===== config.mk =====
export PLATFORM = sky130hd
export DESIGN_NAME = adpcm_top
export DESIGN_NICKNAME = d
export VERILOG_FILES = /design/src/hdl/adpcm_pkg.sv /design/src/hdl/adpcm_gain.sv /design/src/hdl/adpcm_host_port.sv /design/src/hdl/adpcm_mixer.sv /design/src/hdl/adpcm_sample_feed.sv /design/src/hdl/adpcm_slot_timer.sv /design/src/hdl/adpcm_top.sv
export SDC_FILE = /design/constraint.sdc
export NUM_CORES = 1
export LEC_CHECK = 0
export BUFFER_PORTS_ARGS = -buffer_cell sky130_fd_sc_hd__buf_2
export CELL_PAD_IN_SITES_DETAIL_PLACEMENT = 0
export CELL_PAD_IN_SITES_GLOBAL_PLACEMENT = 1
export CORE_MARGIN = 3
export CORE_UTILIZATION = 42
export DETAILED_ROUTE_END_ITERATION = 8
export PLACE_DENSITY_LB_ADDON = 0.2
export SLEW_MARGIN = 20
export SYNTH_ARGS = -nofsm -noshare
export SYNTH_HDL_FRONTEND = slang
export SYNTH_HIERARCHICAL = 1
export SYNTH_SLANG_ARGS = --single-unit

===== constraint.sdc =====
create_clock -name clk -period 6.7 [get_ports clk]
set_clock_uncertainty 0.05 [all_clocks]
set_input_delay 0.67 -clock clk [delete_from_list [all_inputs] [get_ports clk]]
set_output_delay 0.67 -clock clk [all_outputs]
set_load 0.005 [all_outputs]

===== src/hdl/adpcm_pkg.sv =====
// Shared constants, host opcodes and bus structs of the ADPCM playback back end, used by scoped name
package adpcm_pkg;

    // Channel count, one pipeline slot per channel
    localparam int NUM_CH = 6;
    // Clocks per pipeline enable
    localparam int CEN_DIV = 6;
    // Ring frames per output sample period
    localparam int PASSES_PER_PERIOD = 4;

    // Counter widths
    localparam int SLOT_W = 3;
    localparam int DIV_W = $clog2(CEN_DIV);
    localparam int FRAME_W = $clog2(PASSES_PER_PERIOD);

    // Mixer accumulator width, room for six full-scale samples
    localparam int SUM_W = 20;

    // Terminal counts
    localparam logic [SLOT_W-1:0] LAST_SLOT = SLOT_W'(NUM_CH - 1);
    localparam logic [DIV_W-1:0] LAST_DIV = DIV_W'(CEN_DIV - 1);
    localparam logic [FRAME_W-1:0] LAST_FRAME = FRAME_W'(PASSES_PER_PERIOD - 1);

    // Host write opcodes
    typedef enum logic [1:0] {
        OP_TOTAL_LEVEL,
        OP_CHAN_LEVEL,
        OP_SAMPLE
    } host_op_e;

    // Host write bus
    // Total level in data[5:0]
    // Channel level: data[7:6] left/right, data[5:0] attenuation
    typedef struct packed {
        host_op_e          op;
        logic [SLOT_W-1:0] ch;
        logic [15:0]       data;
    } host_cmd_t;

    // Pending channel level update, waits for its slot in the gain ring
    typedef struct packed {
        logic              valid;
        logic [SLOT_W-1:0] ch;
        logic [7:0]        level;
    } chan_upd_t;

    // Mixed stereo output frame
    typedef struct packed {
        logic signed [15:0] left;
        logic signed [15:0] right;
    } mix_frame_t;

endpackage


===== src/hdl/adpcm_gain.sv =====
// Gain pipeline: six-slot level and sample rings that attenuate each channel by level and total level
`timescale 1ns/1ps

module adpcm_gain (
    input  logic                         clk,
    input  logic                         rst_n,
    input  logic                         cen,
    input  logic                         match,
    input  logic [adpcm_pkg::SLOT_W-1:0] cur_slot,
    input  logic [5:0]                   atl,
    input  adpcm_pkg::chan_upd_t         chan_upd,
    output logic                         upd_taken,
    output logic [1:0]                   lr,
    input  logic signed [15:0]           pcm_in,
    output logic signed [15:0]           pcm_att
);

    // Stage k holds the channel cur_slot - (k - 1)
    logic [7:0]         lvl_r [1:6];
    logic [6:0]         db5;
    logic [9:0]         lin_tab;
    logic [9:0]         lin6;
    logic [9:0]         lin1;
    logic [9:0]         lin2;
    logic [3:0]         sh6;
    logic [3:0]         sh1;
    logic signed [15:0] pcm_r [1:6];
    logic [3:0]         cnt_r [1:6];
    logic               match2;
    logic signed [15:0] lin2_s;
    logic signed [31:0] prod;

    // Update enters when its channel sits in stage I
    assign upd_taken = cen && chan_upd.valid && (chan_upd.ch == cur_slot);

    // Outputs for the slot that is closing
    assign lr = lvl_r[1][7:6];
    assign pcm_att = pcm_r[1];

    // Fraction of 512, steps of about 0.75 dB
    always_comb begin
        case (db5[2:0])
            3'd0: lin_tab = 10'd512;
            3'd1: lin_tab = 10'd470;
            3'd2: lin_tab = 10'd431;
            3'd3: lin_tab = 10'd395;
            3'd4: lin_tab = 10'd362;
            3'd5: lin_tab = 10'd332;
            3'd6: lin_tab = 10'd305;
            default: lin_tab = 10'd280;
        endcase
    end

    // Fraction never exceeds 512, product fits in 25 bits
    assign lin2_s = {6'd0, lin2};
    assign prod = pcm_r[2] * lin2_s;

    // Level ring, level to fraction and shift
    always_ff @(posedge clk or negedge rst_n) begin
        if (!rst_n) begin
            for (int k = 1; k <= 6; k++) begin
                lvl_r[k] <= '0;
            end
            db5  <= '0;
            lin6 <= '0;
            sh6  <= '0;
            lin1 <= '0;
            sh1  <= '0;
        end else if (cen) begin
            // I, pending update replaces the circulating level
            lvl_r[2] <= upd_taken ? chan_upd.level : lvl_r[1];
            // II to V plain transport
            for (int k = 3; k <= 6; k++) begin
                lvl_r[k] <= lvl_r[k-1];
            end
            // IV, inverted attenuations summed
            db5 <= {1'b0, ~lvl_r[4][5:0]} + {1'b0, ~atl};
            // V, table lookup
            lin6 <= lin_tab;
            sh6  <= db5[6:3];
            // VI, shift of 8 or more mutes
            lin1     <= sh6[3] ? 10'd0 : lin6;
            sh1      <= sh6;
            lvl_r[1] <= lvl_r[6];
        end
    end

    // Sample ring, shift spread over passes
    always_ff @(posedge clk or negedge rst_n) begin
        if (!rst_n) begin
            for (int k = 1; k <= 6; k++) begin
                pcm_r[k] <= '0;
                cnt_r[k] <= '0;
            end
            lin2   <= '0;
            match2 <= 1'b0;
        end else if (cen) begin
            // I, injection with fresh shift count
            pcm_r[2] <= match ? pcm_in : pcm_r[1];
            cnt_r[2] <= match ? sh1 : cnt_r[1];
            lin2     <= lin1;
            match2   <= match;
            // II, fraction applied on the injecting pass only
            pcm_r[3] <= match2 ? prod[24:9] : pcm_r[2];
            cnt_r[3] <= cnt_r[2];
            // III to V, one arithmetic place each while count remains
            for (int k = 3; k <= 5; k++) begin
                if (cnt_r[k] != '0) begin
                    pcm_r[k+1] <= pcm_r[k] >>> 1;
                    cnt_r[k+1] <= cnt_r[k] - 4'd1;
                end else begin
                    pcm_r[k+1] <= pcm_r[k];
                    cnt_r[k+1] <= cnt_r[k];
                end
            end
            // VI, loop back and present
            pcm_r[1] <= pcm_r[6];
            cnt_r[1] <= cnt_r[6];
        end
    end

endmodule


===== src/hdl/adpcm_host_port.sv =====
// Host write port: four-phase req/ack decode of level and sample writes toward the pipeline
`timescale 1ns/1ps

module adpcm_host_port (
    input  logic                         clk,
    input  logic                         rst_n,
    input  logic                         req,
    input  adpcm_pkg::host_cmd_t         cmd,
    output logic                         ack,
    output logic [5:0]                   atl,
    output adpcm_pkg::chan_upd_t         chan_upd,
    input  logic                         upd_taken,
    output logic                         smp_wr,
    output logic [adpcm_pkg::SLOT_W-1:0] smp_ch,
    output logic [15:0]                  smp_data,
    input  logic                         smp_full
);

    // Handshake FSM
    typedef enum logic [1:0] {
        IDLE,
        WAIT,
        ACK
    } state_e;

    state_e               state;
    adpcm_pkg::chan_upd_t upd_r;

    // Ack held from acceptance until req drops
    assign ack = (state == ACK);
    assign chan_upd = upd_r;

    // Samples go straight from the bus to the feed
    assign smp_ch = cmd.ch;
    assign smp_data = cmd.data;

    // Sample write as soon as the channel entry is free
    assign smp_wr = req && (state != ACK) && (cmd.op == adpcm_pkg::OP_SAMPLE) && !smp_full;

    always_ff @(posedge clk or negedge rst_n) begin
        if (!rst_n) begin
            state <= IDLE;
            atl   <= '0;
            upd_r <= '0;
        end else begin
            case (state)
                IDLE: begin
                    if (req) begin
                        case (cmd.op)
                            adpcm_pkg::OP_TOTAL_LEVEL: begin
                                // Takes effect at once
                                atl   <= cmd.data[5:0];
                                state <= ACK;
                            end
                            adpcm_pkg::OP_CHAN_LEVEL: begin
                                upd_r.ch    <= cmd.ch;
                                upd_r.level <= cmd.data[7:0];
                                // Unknown channel never comes round, ack directly
                                if (cmd.ch <= adpcm_pkg::LAST_SLOT) begin
                                    upd_r.valid <= 1'b1;
                                    state       <= WAIT;
                                end else begin
                                    state <= ACK;
                                end
                            end
                            adpcm_pkg::OP_SAMPLE: begin
                                // Occupied entry frees at next period start
                                if (smp_full) begin
                                    state <= WAIT;
                                end else begin
                                    state <= ACK;
                                end
                            end
                            default: state <= ACK;
                        endcase
                    end
                end
                WAIT: begin
                    // Level loaded by the gain ring
                    if (upd_taken) begin
                        upd_r.valid <= 1'b0;
                        state       <= ACK;
                    end else if (smp_wr) begin
                        state <= ACK;
                    end
                end
                ACK: begin
                    if (!req) begin
                        state <= IDLE;
                    end
                end
                default: state <= IDLE;
            endcase
        end
    end

endmodule


===== src/hdl/adpcm_mixer.sv =====
// Mixer: sums attenuated slots of the closing frame into saturated left and right output frames
`timescale 1ns/1ps

module adpcm_mixer (
    input  logic                         clk,
    input  logic                         rst_n,
    input  logic                         cen,
    input  logic                         last_frame,
    input  logic [adpcm_pkg::SLOT_W-1:0] cur_slot,
    input  logic [1:0]                   lr,
    input  logic signed [15:0]           pcm_att,
    output adpcm_pkg::mix_frame_t        frame,
    output logic                         frame_valid
);

    logic signed [adpcm_pkg::SUM_W-1:0] pcm_ext;
    logic signed [adpcm_pkg::SUM_W-1:0] acc_l;
    logic signed [adpcm_pkg::SUM_W-1:0] acc_r;
    logic signed [adpcm_pkg::SUM_W-1:0] sum_l;
    logic signed [adpcm_pkg::SUM_W-1:0] sum_r;
    logic                               take;

    // Clamp to the 16-bit sample range
    function automatic logic signed [15:0] sat16(input logic signed [adpcm_pkg::SUM_W-1:0] v);
        if (v > 32767) begin
            return 16'sh7fff;
        end else if (v < -32768) begin
            return 16'sh8000;
        end
        return v[15:0];
    endfunction

    assign pcm_ext = {{(adpcm_pkg::SUM_W - 16){pcm_att[15]}}, pcm_att};
    // last_frame only ever comes with an enable
    assign take = cen && last_frame;

    // Slot 0 restarts the sums, lr[1] routes left and lr[0] right
    always_comb begin
        sum_l = (cur_slot == '0) ? '0 : acc_l;
        sum_r = (cur_slot == '0) ? '0 : acc_r;
        if (lr[1]) begin
            sum_l = sum_l + pcm_ext;
        end
        if (lr[0]) begin
            sum_r = sum_r + pcm_ext;
        end
    end

    // Running sums
    always_ff @(posedge clk) begin
        if (take) begin
            acc_l <= sum_l;
            acc_r <= sum_r;
        end
    end

    // Frame publish on the last slot, one-clock valid
    always_ff @(posedge clk or negedge rst_n) begin
        if (!rst_n) begin
            frame       <= '0;
            frame_valid <= 1'b0;
        end else begin
            frame_valid <= 1'b0;
            if (take && (cur_slot == adpcm_pkg::LAST_SLOT)) begin
                frame.left  <= sat16(sum_l);
                frame.right <= sat16(sum_r);
                frame_valid <= 1'b1;
            end
        end
    end

endmodule


===== src/hdl/adpcm_sample_feed.sv =====
// Sample feed: holds one decoded sample per channel and injects it into the gain ring each period
`timescale 1ns/1ps

module adpcm_sample_feed (
    input  logic                         clk,
    input  logic                         rst_n,
    input  logic                         cen,
    input  logic                         period_start,
    input  logic [adpcm_pkg::SLOT_W-1:0] cur_slot,
    input  logic                         smp_wr,
    input  logic [adpcm_pkg::SLOT_W-1:0] smp_ch,
    input  logic [15:0]                  smp_data,
    output logic                         smp_full,
    output logic                         match,
    output logic signed [15:0]           pcm_in
);

    logic signed [15:0]              buf_r [adpcm_pkg::NUM_CH];
    logic [adpcm_pkg::NUM_CH-1:0]    vld;
    // Rest of frame 0 after the period_start enable
    logic                            win;
    logic                            active;
    logic                            ch_ok;

    assign ch_ok = (smp_ch <= adpcm_pkg::LAST_SLOT);
    assign smp_full = ch_ok && vld[smp_ch];

    // Gain stage I works on the channel of cur_slot, so no slot offset
    assign active = period_start || win;
    assign match = cen && active && vld[cur_slot];
    assign pcm_in = buf_r[cur_slot];

    always_ff @(posedge clk or negedge rst_n) begin
        if (!rst_n) begin
            vld <= '0;
            win <= 1'b0;
        end else begin
            if (period_start) begin
                win <= 1'b1;
            end else if (cen && (cur_slot == adpcm_pkg::LAST_SLOT)) begin
                win <= 1'b0;
            end
            // Entry consumed on injection
            if (match) begin
                vld[cur_slot] <= 1'b0;
            end
            // Writes only reach empty entries
            if (smp_wr && ch_ok) begin
                vld[smp_ch] <= 1'b1;
            end
        end
    end

    // Sample storage
    always_ff @(posedge clk) begin
        if (smp_wr && ch_ok) begin
            buf_r[smp_ch] <= smp_data;
        end
    end

endmodule


===== src/hdl/adpcm_slot_timer.sv =====
// Slot timer: clock enable, rotating channel slot and sample period markers for all blocks
`timescale 1ns/1ps

module adpcm_slot_timer (
    input  logic                         clk,
    input  logic                         rst_n,
    output logic                         cen,
    output logic                         period_start,
    output logic                         last_frame,
    output logic [adpcm_pkg::SLOT_W-1:0] cur_slot
);

    // Enable divider and frame counter
    logic [adpcm_pkg::DIV_W-1:0]   div_cnt;
    logic [adpcm_pkg::FRAME_W-1:0] frame_cnt;

    // One clock in CEN_DIV
    assign cen = (div_cnt == adpcm_pkg::LAST_DIV);

    // First slot of frame 0 opens a period
    assign period_start = cen && (frame_cnt == '0) && (cur_slot == '0);

    // Every enable of the closing frame
    assign last_frame = cen && (frame_cnt == adpcm_pkg::LAST_FRAME);

    always_ff @(posedge clk or negedge rst_n) begin
        if (!rst_n) begin
            div_cnt   <= '0;
            cur_slot  <= '0;
            frame_cnt <= '0;
        end else begin
            if (cen) begin
                div_cnt <= '0;
            end else begin
                div_cnt <= div_cnt + 1'b1;
            end
            // Slot advances once per enable
            if (cen) begin
                if (cur_slot == adpcm_pkg::LAST_SLOT) begin
                    cur_slot <= '0;
                    // Frame wraps at period end
                    if (frame_cnt == adpcm_pkg::LAST_FRAME) begin
                        frame_cnt <= '0;
                    end else begin
                        frame_cnt <= frame_cnt + 1'b1;
                    end
                end else begin
                    cur_slot <= cur_slot + 1'b1;
                end
            end
        end
    end

endmodule


===== src/hdl/adpcm_top.sv =====
// Top level of the ADPCM playback back end, wires host port, timer, feed, gain ring and mixer
`timescale 1ns/1ps

module adpcm_top (
    input  logic                  clk,
    input  logic                  rst_n,
    input  logic                  req,
    input  adpcm_pkg::host_cmd_t  cmd,
    output logic                  ack,
    output adpcm_pkg::mix_frame_t frame,
    output logic                  frame_valid
);

    // Slot timing
    logic                         cen;
    logic                         period_start;
    logic                         last_frame;
    logic [adpcm_pkg::SLOT_W-1:0] cur_slot;
    // Host side
    logic [5:0]                   atl;
    adpcm_pkg::chan_upd_t         chan_upd;
    logic                         upd_taken;
    logic                         smp_wr;
    logic [adpcm_pkg::SLOT_W-1:0] smp_ch;
    logic [15:0]                  smp_data;
    logic                         smp_full;
    // Ring data
    logic                         match;
    logic signed [15:0]           pcm_in;
    logic [1:0]                   lr;
    logic signed [15:0]           pcm_att;

    adpcm_slot_timer u_timer (
        .clk(clk), .rst_n(rst_n), .cen(cen), .period_start(period_start),
        .last_frame(last_frame), .cur_slot(cur_slot)
    );

    adpcm_host_port u_host (
        .clk(clk), .rst_n(rst_n), .req(req), .cmd(cmd), .ack(ack), .atl(atl),
        .chan_upd(chan_upd), .upd_taken(upd_taken), .smp_wr(smp_wr),
        .smp_ch(smp_ch), .smp_data(smp_data), .smp_full(smp_full)
    );

    adpcm_sample_feed u_feed (
        .clk(clk), .rst_n(rst_n), .cen(cen), .period_start(period_start),
        .cur_slot(cur_slot), .smp_wr(smp_wr), .smp_ch(smp_ch), .smp_data(smp_data),
        .smp_full(smp_full), .match(match), .pcm_in(pcm_in)
    );

    adpcm_gain u_gain (
        .clk(clk), .rst_n(rst_n), .cen(cen), .match(match), .cur_slot(cur_slot),
        .atl(atl), .chan_upd(chan_upd), .upd_taken(upd_taken), .lr(lr),
        .pcm_in(pcm_in), .pcm_att(pcm_att)
    );

    adpcm_mixer u_mixer (
        .clk(clk), .rst_n(rst_n), .cen(cen), .last_frame(last_frame),
        .cur_slot(cur_slot), .lr(lr), .pcm_att(pcm_att), .frame(frame),
        .frame_valid(frame_valid)
    );

endmodule


==> flow_summary.yaml, run 1 <==
run_status:
  status: "finished, final reports clean"
finish:
  final_core_util_pct: 46.7
  design_area_sq_um: 28500
  drive_gt1_share_pct: 13.6
  fin_nets: 2676
  fill_cells: 5773
  area_growth_syn_to_layout_pct: 8.92
detailed_routing:
  wl_per_cell_microns: 18.7
  firstDrtPassIters: 5
  drc: 0
  totalWireLength_mm: 61.4
  detail-route-antenna-nets: 0
  vias: 17400
  drt-initial-drc-count: 985
  viasPerCell: 5.29
sta:
  fmax_ghz: 0.173
  setup_tns_ps: 0
  slew_violations: 0
  tightestPinTransition_ps: 1100
  layout_min_cycle_time_ps: 5770
  setup_viol: 0
  hold_violations: 0
  grt_setup_unrepaired: "no"
  post-route-period-util_pct: 86.1
  slew_headroom_pct: 26.9
  holdWs_ps: 55.5
grt:
  met1_usage_pct: 27.2
  grt.busiest_layer: "met2"
  grt_pass1_vias: 17900
  antenna_found_initial: 3
  grt_pass1_wl_mm: 99.6
  grt_max_degree: 204
  grtUsageMet2_pct: 30.6
  grt-ovfl-total: 0
  grt_util_all_layers_pct: 18.9
  use_met3_pct: 2.40
cts:
  numCtsBuffers: 47
  cts_resized: 0
  cts_tree: "built"
  clock_sinks: 418
  clock_path_buffers: 3
  path_clk_slew_ps: 60
  post-cts-setup-buffer-count: 0
  cts_hold_buf: 0
  worstSkewPairLatency_ps: 590
  clock-root-buffer: "clkbuf_16"
  h-tree-depth: 2
synth:
  syn_avg_cell_area_sq_um: 10.6
  syn-num-nets: 2713
  yosys.cell_types.count: 102
  ys_ff_latch: 418
  syn_area_sq_um: 26200
  synth_fa_ha_area_share_pct: 15.4
  yosysMostFrequentCell: "dfrtp_1"
  ys_seq_area_share_pct: 42.6
  synth_mux_area_share_pct: 9.56
  yosys.area.top_type: "dfrtp_1"
  synthTopCellsByCount: "dfrtp_1 (282), inv_1 (239), nand2_1 (214)"
  synth_edf_count: 136
  synth-simple-area-share_pct: 11.6
  synthXorXnorAreaFrac_pct: 2.97
  synth-async-reset-ratio_pct: 67.5
  synth_compound_area_share_pct: 11.1
  synth_top_family_by_area: "adder cells"
  synth_area_leaders: "dfrtp_1 (27%), edfxtp_1 (16%), fa_1 (11%)"
  synth.top_cell.area_share_pct: 27.0
  synth_flop_cell: "dfrtp_1"
  yosysWarnings: 6
  syn-instance-count: 2459
pwr:
  ir_worst_vdd_mv: 0.196
  power.density_nw_per_um2: 241
  p_leak_nw: 12.5
critical_path:
  crit_path_end_kind: "register"
  timing.rr.end: "u_gain/pcm_r[57]$_DFFE_PN0P_"
  path_max_fanout: 17
  start_kind: "register"
  r2r_slack_ps: 930
  required_ps: 7070
  r2r-start: "u_gain/lin2[7]$_DFFE_PN0P_"
  critPathKind: "register to register"
  r2r_cells: 20
  cp.arrival_ps: 6140
die:
  core-area_sq_um: 61000
  num_rows: 90
  die_h_microns: 256
  fp.dieW_microns: 256
  ios: 58
  initial_core_util_pct: 42.9
  design.die.area_sq_um: 65300
placed_design:
  dpl.hpwl_mm: 42.7
  io_buffers: 57
  gp_congestion: 0.812
  dpl_cell_area_sq_um: 26900
job:
  cap_violations: 0
min_path:
  hp-class: "input pin to async pin"
-- report_power, final --
group          total, W  switching [W]  internal [W]
Combinational  0.000920       0.000458      0.000463
Clock           0.00256        0.00108       0.00148
Sequential      0.00339       0.000376       0.00302
Total           0.00687        0.00191       0.00496
-- flip-flops by register name, summed over array words and instances (netlist names), 12 cells and up --
signal,count
u_mixer/acc_l,20
u_gain/cnt_r,24
u_mixer/acc_r,20
u_host/chan_upd,12
u_gain/lvl_r,46
u_mixer/frame,32
u_feed/buf_r,96
u_gain/pcm_att,16
u_gain/pcm_r,80
-- metal layers --
layer,vias up,routed length (microns)
li1,8293,-
met1,8794,29800
met2,252,28500
met3,67,2080
met4,2,935
met5,-,13
-- kinds of logic after synthesis --
logic type / count (synthesis)
AOI/OAI and AO/OA: 448
xor gates and xnor gates: 88
adders and majority gates: 240
buffers and inverters: 411
DFF: 418
muxes: 223
and+or+nand+nor: 631
-- metrics by stage --
step,setup slack (ps),instances,total power [W]
after global placement,998,3200,0.00434
final,928,3290,0.00687
after floorplan,1240,2459,0.00402
after global routing,459,3288,0.00724
after detailed placement,874,3200,0.00437
after CTS,864,3287,0.00697
-- final cells by class --
type	count	area, sq um	share of cell area (%)
multi-input combinational	1630	13300	46.8
sequential	418	11100	39.1
clock buffer	64	1330	4.67
tap	828	1040	3.63
inverter	240	901	3.16
timing repair buffer	85	538	1.89
clock inverter	23	215	0.755
antenna	2	5.00	0.0176
-- placed cells by master, fill, tap and decap left out, types with 21 or more instances in the layout --
master and n:
mux2_2 107, nor2_1 165, nand3_1 35, clkbuf_16 47, xor2_1 27, buf_2 56
inv_1 239, a21oi_1 160, dfrtp_1 281, a21o_1 21, ha_1 91, buf_4 25
xnor2_1 60, a22oi_1 30, edfxtp_1 136, nand2_1 214, o21ai_0 69, mux2i_1 91
fa_1 139, and2_1 111
-- critical path, stage by stage (launching register included) --
cell	delay (ps)
dfrtp_1	730
nand2_1	180
fa_1	570
inv_1	40
ha_1	270
inv_1	50
fa_1	530
inv_1	60
fa_1	530
inv_1	60
fa_1	530
inv_1	40
ha_1	360
a21oi_1	220
o21ai_0	210
a21o_1	270
a21o_1	230
a221oi_2	280
xnor2_1	100
mux2i_1	210
a21oi_1	100
-- worst max path at each step --
| stage | start | end | slack (ps) | depth (start not counted) |
|---|---|---|---|---|
| floorplan | u_timer/cur_slot[0]$_DFFE_PN0N_ | u_mixer/frame[14]$_DFFE_PN0P_ | 1240 | 23 |
| global route | u_gain/lin2[7]$_DFFE_PN0P_ | u_gain/pcm_r[58]$_DFFE_PN0P_ | 460 | 18 |
| finish | u_gain/lin2[7]$_DFFE_PN0P_ | u_gain/pcm_r[57]$_DFFE_PN0P_ | 930 | 20 |
| global placement | u_gain/lin2[4]$_DFFE_PN0P_ | u_gain/pcm_r[57]$_DFFE_PN0P_ | 1000 | 18 |
| detailed placement | u_gain/lin2[4]$_DFFE_PN0P_ | u_gain/pcm_r[57]$_DFFE_PN0P_ | 870 | 18 |
| CTS | u_gain/lin2[7]$_DFFE_PN0P_ | u_gain/pcm_r[57]$_DFFE_PN0P_ | 860 | 20 |
(Power assumes the default switching activity.)
==> inputs of run 2 (changes only) <==
- MAX_ROUTING_LAYER: not set -> met4
==> run 2 against run 1 <==
Cell count is the same. Non-clock buffer count is the same. Worst setup slack lost 14 ps. Routed wire length shrank 0.12%. Global-route usage grew 0.59 points. First-iteration DRC count grew 5.6%. Design area is the same. Utilization is the same. Register-to-register slack is essentially flat. Sequential power is essentially flat. Clock power is essentially flat. Total power is essentially flat.
==> flow_summary.yaml, run 2 (synthesized netlist as in run 1, its figures left out) <==
cts:
  cts_hold_buf: 0
  cts_resized: 0
  numCtsBuffers: 47
  h-tree-depth: 2
  post-cts-setup-buffer-count: 0
  worstSkewPairLatency_ps: 590
  clock_sinks: 418
  path_clk_slew_ps: 60
  cts_tree: "built"
  clock_path_buffers: 3
  clock-root-buffer: "clkbuf_16"
die:
  design.die.area_sq_um: 65300
  ios: 58
  fp.dieW_microns: 256
  initial_core_util_pct: 42.9
  die_h_microns: 256
  num_rows: 90
  core-area_sq_um: 61000
sta:
  fmax_ghz: 0.173
  grt_setup_unrepaired: "no"
  layout_min_cycle_time_ps: 5790
  post-route-period-util_pct: 86.4
  tightestPinTransition_ps: 1100
  setup_tns_ps: 0
  slew_headroom_pct: 26.6
  hold_violations: 0
  setup_viol: 0
  slew_violations: 0
finish:
  final_common_cell: "dfrtp_1"
  largest_register_ffs: 96
  top_regs: "u_feed/buf_r: 96 flops, u_gain/pcm_r: 80 flops, u_gain/lvl_r: 46 flops"
  instances_no_fill: 3290
  fill_cells: 5773
  drive_gt1_share_pct: 13.6
  area_growth_syn_to_layout_pct: 8.92
  largest_register: "u_feed/buf_r"
  fin_nets: 2676
  final_cell_mix: "dfrtp_1 (281), inv_1 (239), nand2_1 (214)"
grt:
  grt_max_degree: 204
  grt_pass1_wl_mm: 99.7
  grt_pass1_vias: 17900
  grt_util_all_layers_pct: 19.4
  antenna_found_initial: 3
  grt-ovfl-total: 0
placed_design:
  gp_congestion: 0.824
  io_buffers: 57
  dpl.hpwl_mm: 42.7
  placed_cells: 3200
pwr:
  p_leak_nw: 12.5
  power.density_nw_per_um2: 241
  ir_worst_vdd_mv: 0.196
detailed_routing:
  vias: 17500
  firstDrtPassIters: 5
  drt-initial-drc-count: 1040
  viasPerCell: 5.31
  detail-route-antenna-nets: 0
  wl_per_cell_microns: 18.6
  totalWireLength_mm: 61.3
  drc: 0
critical_path:
  crit_path_end_kind: "register"
  crit_path_max_incr_delay_ps: 740
  path_max_fanout: 17
  required_ps: 7070
  path_buf_inv: 5
  crit_path_frequent_cell: "inv_1"
  critPathKind: "register to register"
  start_kind: "register"
  crit_chain: "nand2_1 -> fa_1 -> inv_1 -> ha_1 -> inv_1 -> fa_1 -> inv_1 -> fa_1 -> inv_1 -> fa_1 -> inv_1 -> ha_1 -> a21oi_1 -> o21ai_0 -> a21o_1 -> a21o_1 -> a221oi_2 -> xnor2_1 -> mux2i_1 -> a21oi_1"
  crit_family: "adder cells"
  cp.arrival_ps: 6160
  cp_slowest_cell: "dfrtp_1"
job:
  cap_violations: 0
run_status:
  status: "finished, final reports clean"
min_path:
  hp-class: "input pin to async pin"
-- run 2: cell counts in the layout (fill, tap and decap cells not counted) --
No cell type changed its count.
-- run 2: area by class of cell --
class	count	area, sq um	share of cell area [%]
Timing Repair Buffer	85	538	1.89
Antenna cell	2	5.00	0.0176
Sequential cell	418	11100	39.1
Clock inverter	23	215	0.755
Tap cell	828	1040	3.63
Clock buffer	64	1330	4.67
Multi-Input combinational cell	1630	13300	46.8
Inverter	240	901	3.16
-- run 2: through the flow --
| stage | cell area (sq um) | setup slack (ps) | hold WS [ps] | util (%) | total power [W] |
|---|---|---|---|---|---|
| finish | 28500 | 914 | 53.9 | 46.7 | 0.00687 |
| global route | 28500 | 459 | 109 | 46.7 | 0.00724 |
| CTS | 28500 | 864 | 113 | 46.7 | 0.00697 |
| detailed placement | 26900 | 874 | 419 | 44.1 | 0.00437 |
| global placement | 26900 | 998 | 412 | 44.1 | 0.00434 |
| floorplan | 26200 | 1240 | 324 | - | 0.00402 |
-- run 2: final timing paths --
path                                               from                            to  slack (ps)  cells after the start
min in group clk                                 cmd[9]  u_feed/buf_r[1][9]$_DFFE_PP_         270                      1
max in group asynchronous                         rst_n  u_gain/pcm_r[48]$_DFFE_PN0P_        4970                      2
hold / removal                                    rst_n  u_timer/div_cnt[0]$_DFF_PN0_          50                      1
setup reg to reg             u_gain/lin2[7]$_DFFE_PN0P_  u_gain/pcm_r[57]$_DFFE_PN0P_         910                     20
setup / recovery             u_gain/lin2[7]$_DFFE_PN0P_  u_gain/pcm_r[57]$_DFFE_PN0P_         910                     20
hold reg to reg            u_gain/lvl_r[27]$_DFFE_PN0P_  u_gain/lvl_r[19]$_DFFE_PN0P_         430                      2
-- run 2: routing by layer --
layer  routed length [microns]  part of all wire [%]  global-route usage [%]
met2                     28600                    47                    30.6
met1                     29400                    48                    27.2
met4                       935                   1.5                    4.18
met5                         0                     0                       -
met3                      2410                   3.9                    2.38
-- run 2: worst reg2reg max path, stage by stage (launching register included) --
cell,delay (ps)
dfrtp_1,740
nand2_1,180
fa_1,580
inv_1,40
ha_1,270
inv_1,50
fa_1,530
inv_1,60
fa_1,530
inv_1,60
fa_1,530
inv_1,40
ha_1,360
a21oi_1,220
o21ai_0,210
a21o_1,270
a21o_1,230
a221oi_2,280
xnor2_1,100
mux2i_1,210
a21oi_1,100
-- run 2: power breakdown --
part           switching [W]  total (W)  internal, W
Combinational       0.000458   0.000921     0.000463
Sequential          0.000375    0.00339      0.00302
Clock                0.00108    0.00256      0.00148
==> inputs of run 3 (changes only) <==
- ABC_AREA: not set -> 1
==> run 3 against run 2 <==
Non-clock buffer count decreased by 5. Fmax decreased by 2.4%. Total power up 0.77%. Utilization down 0.18 points. Cell count is 27% higher. Via count increased by 20%. Critical path type unchanged. Largest cell class unchanged.
==> flow_summary.yaml, run 3 <==
sta:
  slew_headroom_pct: 28.6
  tightestPinTransition_ps: 1070
  grt_setup_unrepaired: "no"
  setup_viol: 0
  hold_violations: 0
  layout_min_cycle_time_ps: 5930
  post-route-period-util_pct: 88.4
  fmax_ghz: 0.169
  slew_violations: 0
  setup_tns_ps: 0
grt:
  grt_pass1_wl_mm: 116
  grt-ovfl-total: 0
  antenna_found_initial: 0
  grt_max_degree: 142
  grt_util_all_layers_pct: 22.1
  grt_pass1_vias: 21200
finish:
  final_cell_mix: "nand2_1 (894), inv_1 (571), dfrtp_1 (282)"
  diodes: 0
  drive_gt1_share_pct: 9.15
  area_growth_syn_to_layout_pct: 8.52
  largest_register: "u_feed/buf_r"
  top_regs: "u_feed/buf_r: 96 flops, u_gain/pcm_r: 80 flops, u_gain/lvl_r: 46 flops"
  fin_nets: 3547
  largest_register_ffs: 96
  final_common_cell: "nand2_1"
  final_core_util_pct: 46.5
  instances_no_fill: 4178
critical_path:
  cp.arrival_ps: 6270
  path_max_fanout: 17
  path_buf_inv: 3
  cp_slowest_cell: "dfrtp_1"
  required_ps: 7040
  r2r_slack_ps: 770
  crit_path_max_incr_delay_ps: 750
  crit_path_end_kind: "register"
  r2r_cells: 16
  crit_path_frequent_cell: "fa_1"
  r2r-start: "u_gain/lin2[4]$_DFFE_PN0P_"
  crit_chain: "nand2_1 -> fa_1 -> fa_1 -> inv_1 -> fa_1 -> fa_1 -> inv_1 -> fa_1 -> inv_1 -> ha_1 -> a21oi_1 -> o21ai_0 -> a21oi_1 -> a21oi_1 -> o21ai_0 -> o21ai_0"
  crit_family: "adder cells"
  timing.rr.end: "u_gain/pcm_r[52]$_DFFE_PN0P_"
  critPathKind: "register to register"
  start_kind: "register"
synth:
  synth_mux_area_share_pct: 0
  synth-async-reset-ratio_pct: 67.5
  synth_top_family_by_area: "simple AND/OR/NAND/NOR gates"
  synthTopCellsByCount: "nand2_1 (894), inv_1 (571), dfrtp_1 (282)"
  syn-instance-count: 3328
  syn_area_sq_um: 27300
  synth-simple-area-share_pct: 21.1
  yosys.area.top_type: "dfrtp_1"
  synth_compound_area_share_pct: 11.0
  synth_fa_ha_area_share_pct: 14.3
  synth.top_cell.area_share_pct: 25.8
  yosys.cell_types.count: 56
  syn-num-nets: 3582
  synth_area_leaders: "dfrtp_1 (26%), edfxtp_1 (15%), nand2_1 (12%)"
  ys_ff_latch: 418
  ys_seq_area_share_pct: 40.8
  yosysMostFrequentCell: "nand2_1"
  syn_avg_cell_area_sq_um: 8.21
  synthXorXnorAreaFrac_pct: 1.41
  synth_flop_cell: "dfrtp_1"
  synth_edf_count: 136
  yosysWarnings: 6
die:
  ios: 58
  core-area_sq_um: 63800
  design.die.area_sq_um: 68200
  fp.dieW_microns: 261
  initial_core_util_pct: 42.9
  num_rows: 92
  die_h_microns: 261
cts:
  cts_tree: "built"
  cts_resized: 0
  cts_hold_buf: 0
  post-cts-setup-buffer-count: 0
  clock_path_buffers: 3
  worstSkewPairLatency_ps: 610
  numCtsBuffers: 48
  clock_sinks: 418
  h-tree-depth: 2
  path_clk_slew_ps: 60
  clock-root-buffer: "clkbuf_16"
run_status:
  status: "finished, final reports clean"
placed_design:
  placed_cells: 4089
  dpl.hpwl_mm: 52.1
  io_buffers: 57
  gp_congestion: 0.860
detailed_routing:
  totalWireLength_mm: 71.4
  detail-route-antenna-nets: 0
  drt-initial-drc-count: 1534
  drc: 0
  vias: 20900
  viasPerCell: 5.01
  wl_per_cell_microns: 17.1
  firstDrtPassIters: 5
pwr:
  power.density_nw_per_um2: 233
  p_leak_nw: 15.0
  ir_worst_vdd_mv: 0.191
job:
  cap_violations: 0
min_path:
  hp-class: "input pin to async pin"
[run 3: logic make-up (layout without fill, tap and decap cells)]
logic type | Yosys count | after routing
xor gates and xnor gates | 44 | 44
and+or+nand+nor | 1350 | 1350
adders and majority gates | 230 | 230
DFF | 418 | 418
AOI/OAI and AO/OA | 534 | 534
buffers and inverters | 752 | 756
[run 3: worst reg2reg max path, delay by kind of cell, from the launching register on]
kind	cells	cell delay [ps]
compound gates	6	1610
fa+ha+maj	6	2970
buf+inv	3	150
flops	1	750
simple gates	1	180
[run 3: per-stage QoR]
step | worst slack [ps] | hold slack [ps] | power [W] | cell area (sq um)
finish | 775 | 43.2 | 0.00693 | 29700
global placement | 908 | 404 | 0.00413 | 27900
detailed placement | 877 | 408 | 0.00415 | 27900
floorplan | 1700 | 324 | 0.00389 | 27300
global route | 602 | 86.3 | 0.00730 | 29700
CTS | 759 | 52.9 | 0.00703 | 29700
[run 3: layer usage]
layer / global-route usage, % / wire (microns)
met1: 30.0 / 33300
met2: 35.0 / 33200
met3: 3.64 / 3510
met4: 4.93 / 1350
met5: - / 0
[run 3: worst max path at each step]
stage | startpoint | to | slack (ps) | cells after the start
after floorplan | u_gain/lin2[7]$_DFFE_PN0P_ | u_gain/pcm_r[63]$_DFFE_PN0P_ | 1700 | 24
after global placement | u_gain/lin2[7]$_DFFE_PN0P_ | u_gain/pcm_r[52]$_DFFE_PN0P_ | 910 | 16
after detailed placement | u_gain/lin2[4]$_DFFE_PN0P_ | u_gain/pcm_r[52]$_DFFE_PN0P_ | 880 | 16
after CTS | u_gain/lin2[4]$_DFFE_PN0P_ | u_gain/pcm_r[52]$_DFFE_PN0P_ | 760 | 16
after global routing | u_gain/lin2[4]$_DFFE_PN0P_ | u_gain/pcm_r[52]$_DFFE_PN0P_ | 600 | 16
final | u_gain/lin2[4]$_DFFE_PN0P_ | u_gain/pcm_r[52]$_DFFE_PN0P_ | 770 | 16
[run 3: area by class of cell]
cell class | count | area, sq um
tap | 846 | 1060
clock inverter | 32 | 432
fill | 6372 | 34100
multi-input combinational | 2158 | 13100
sequential | 418 | 11100
inverter | 587 | 2210
timing repair buffer | 80 | 480
clock buffer | 57 | 1280
[run 3: power by group]
part           switching, W  internal (W)  leakage [nW]
Clock               0.00113       0.00169         0.837
Sequential         0.000308       0.00301          4.82
Combinational      0.000494      0.000299          9.32
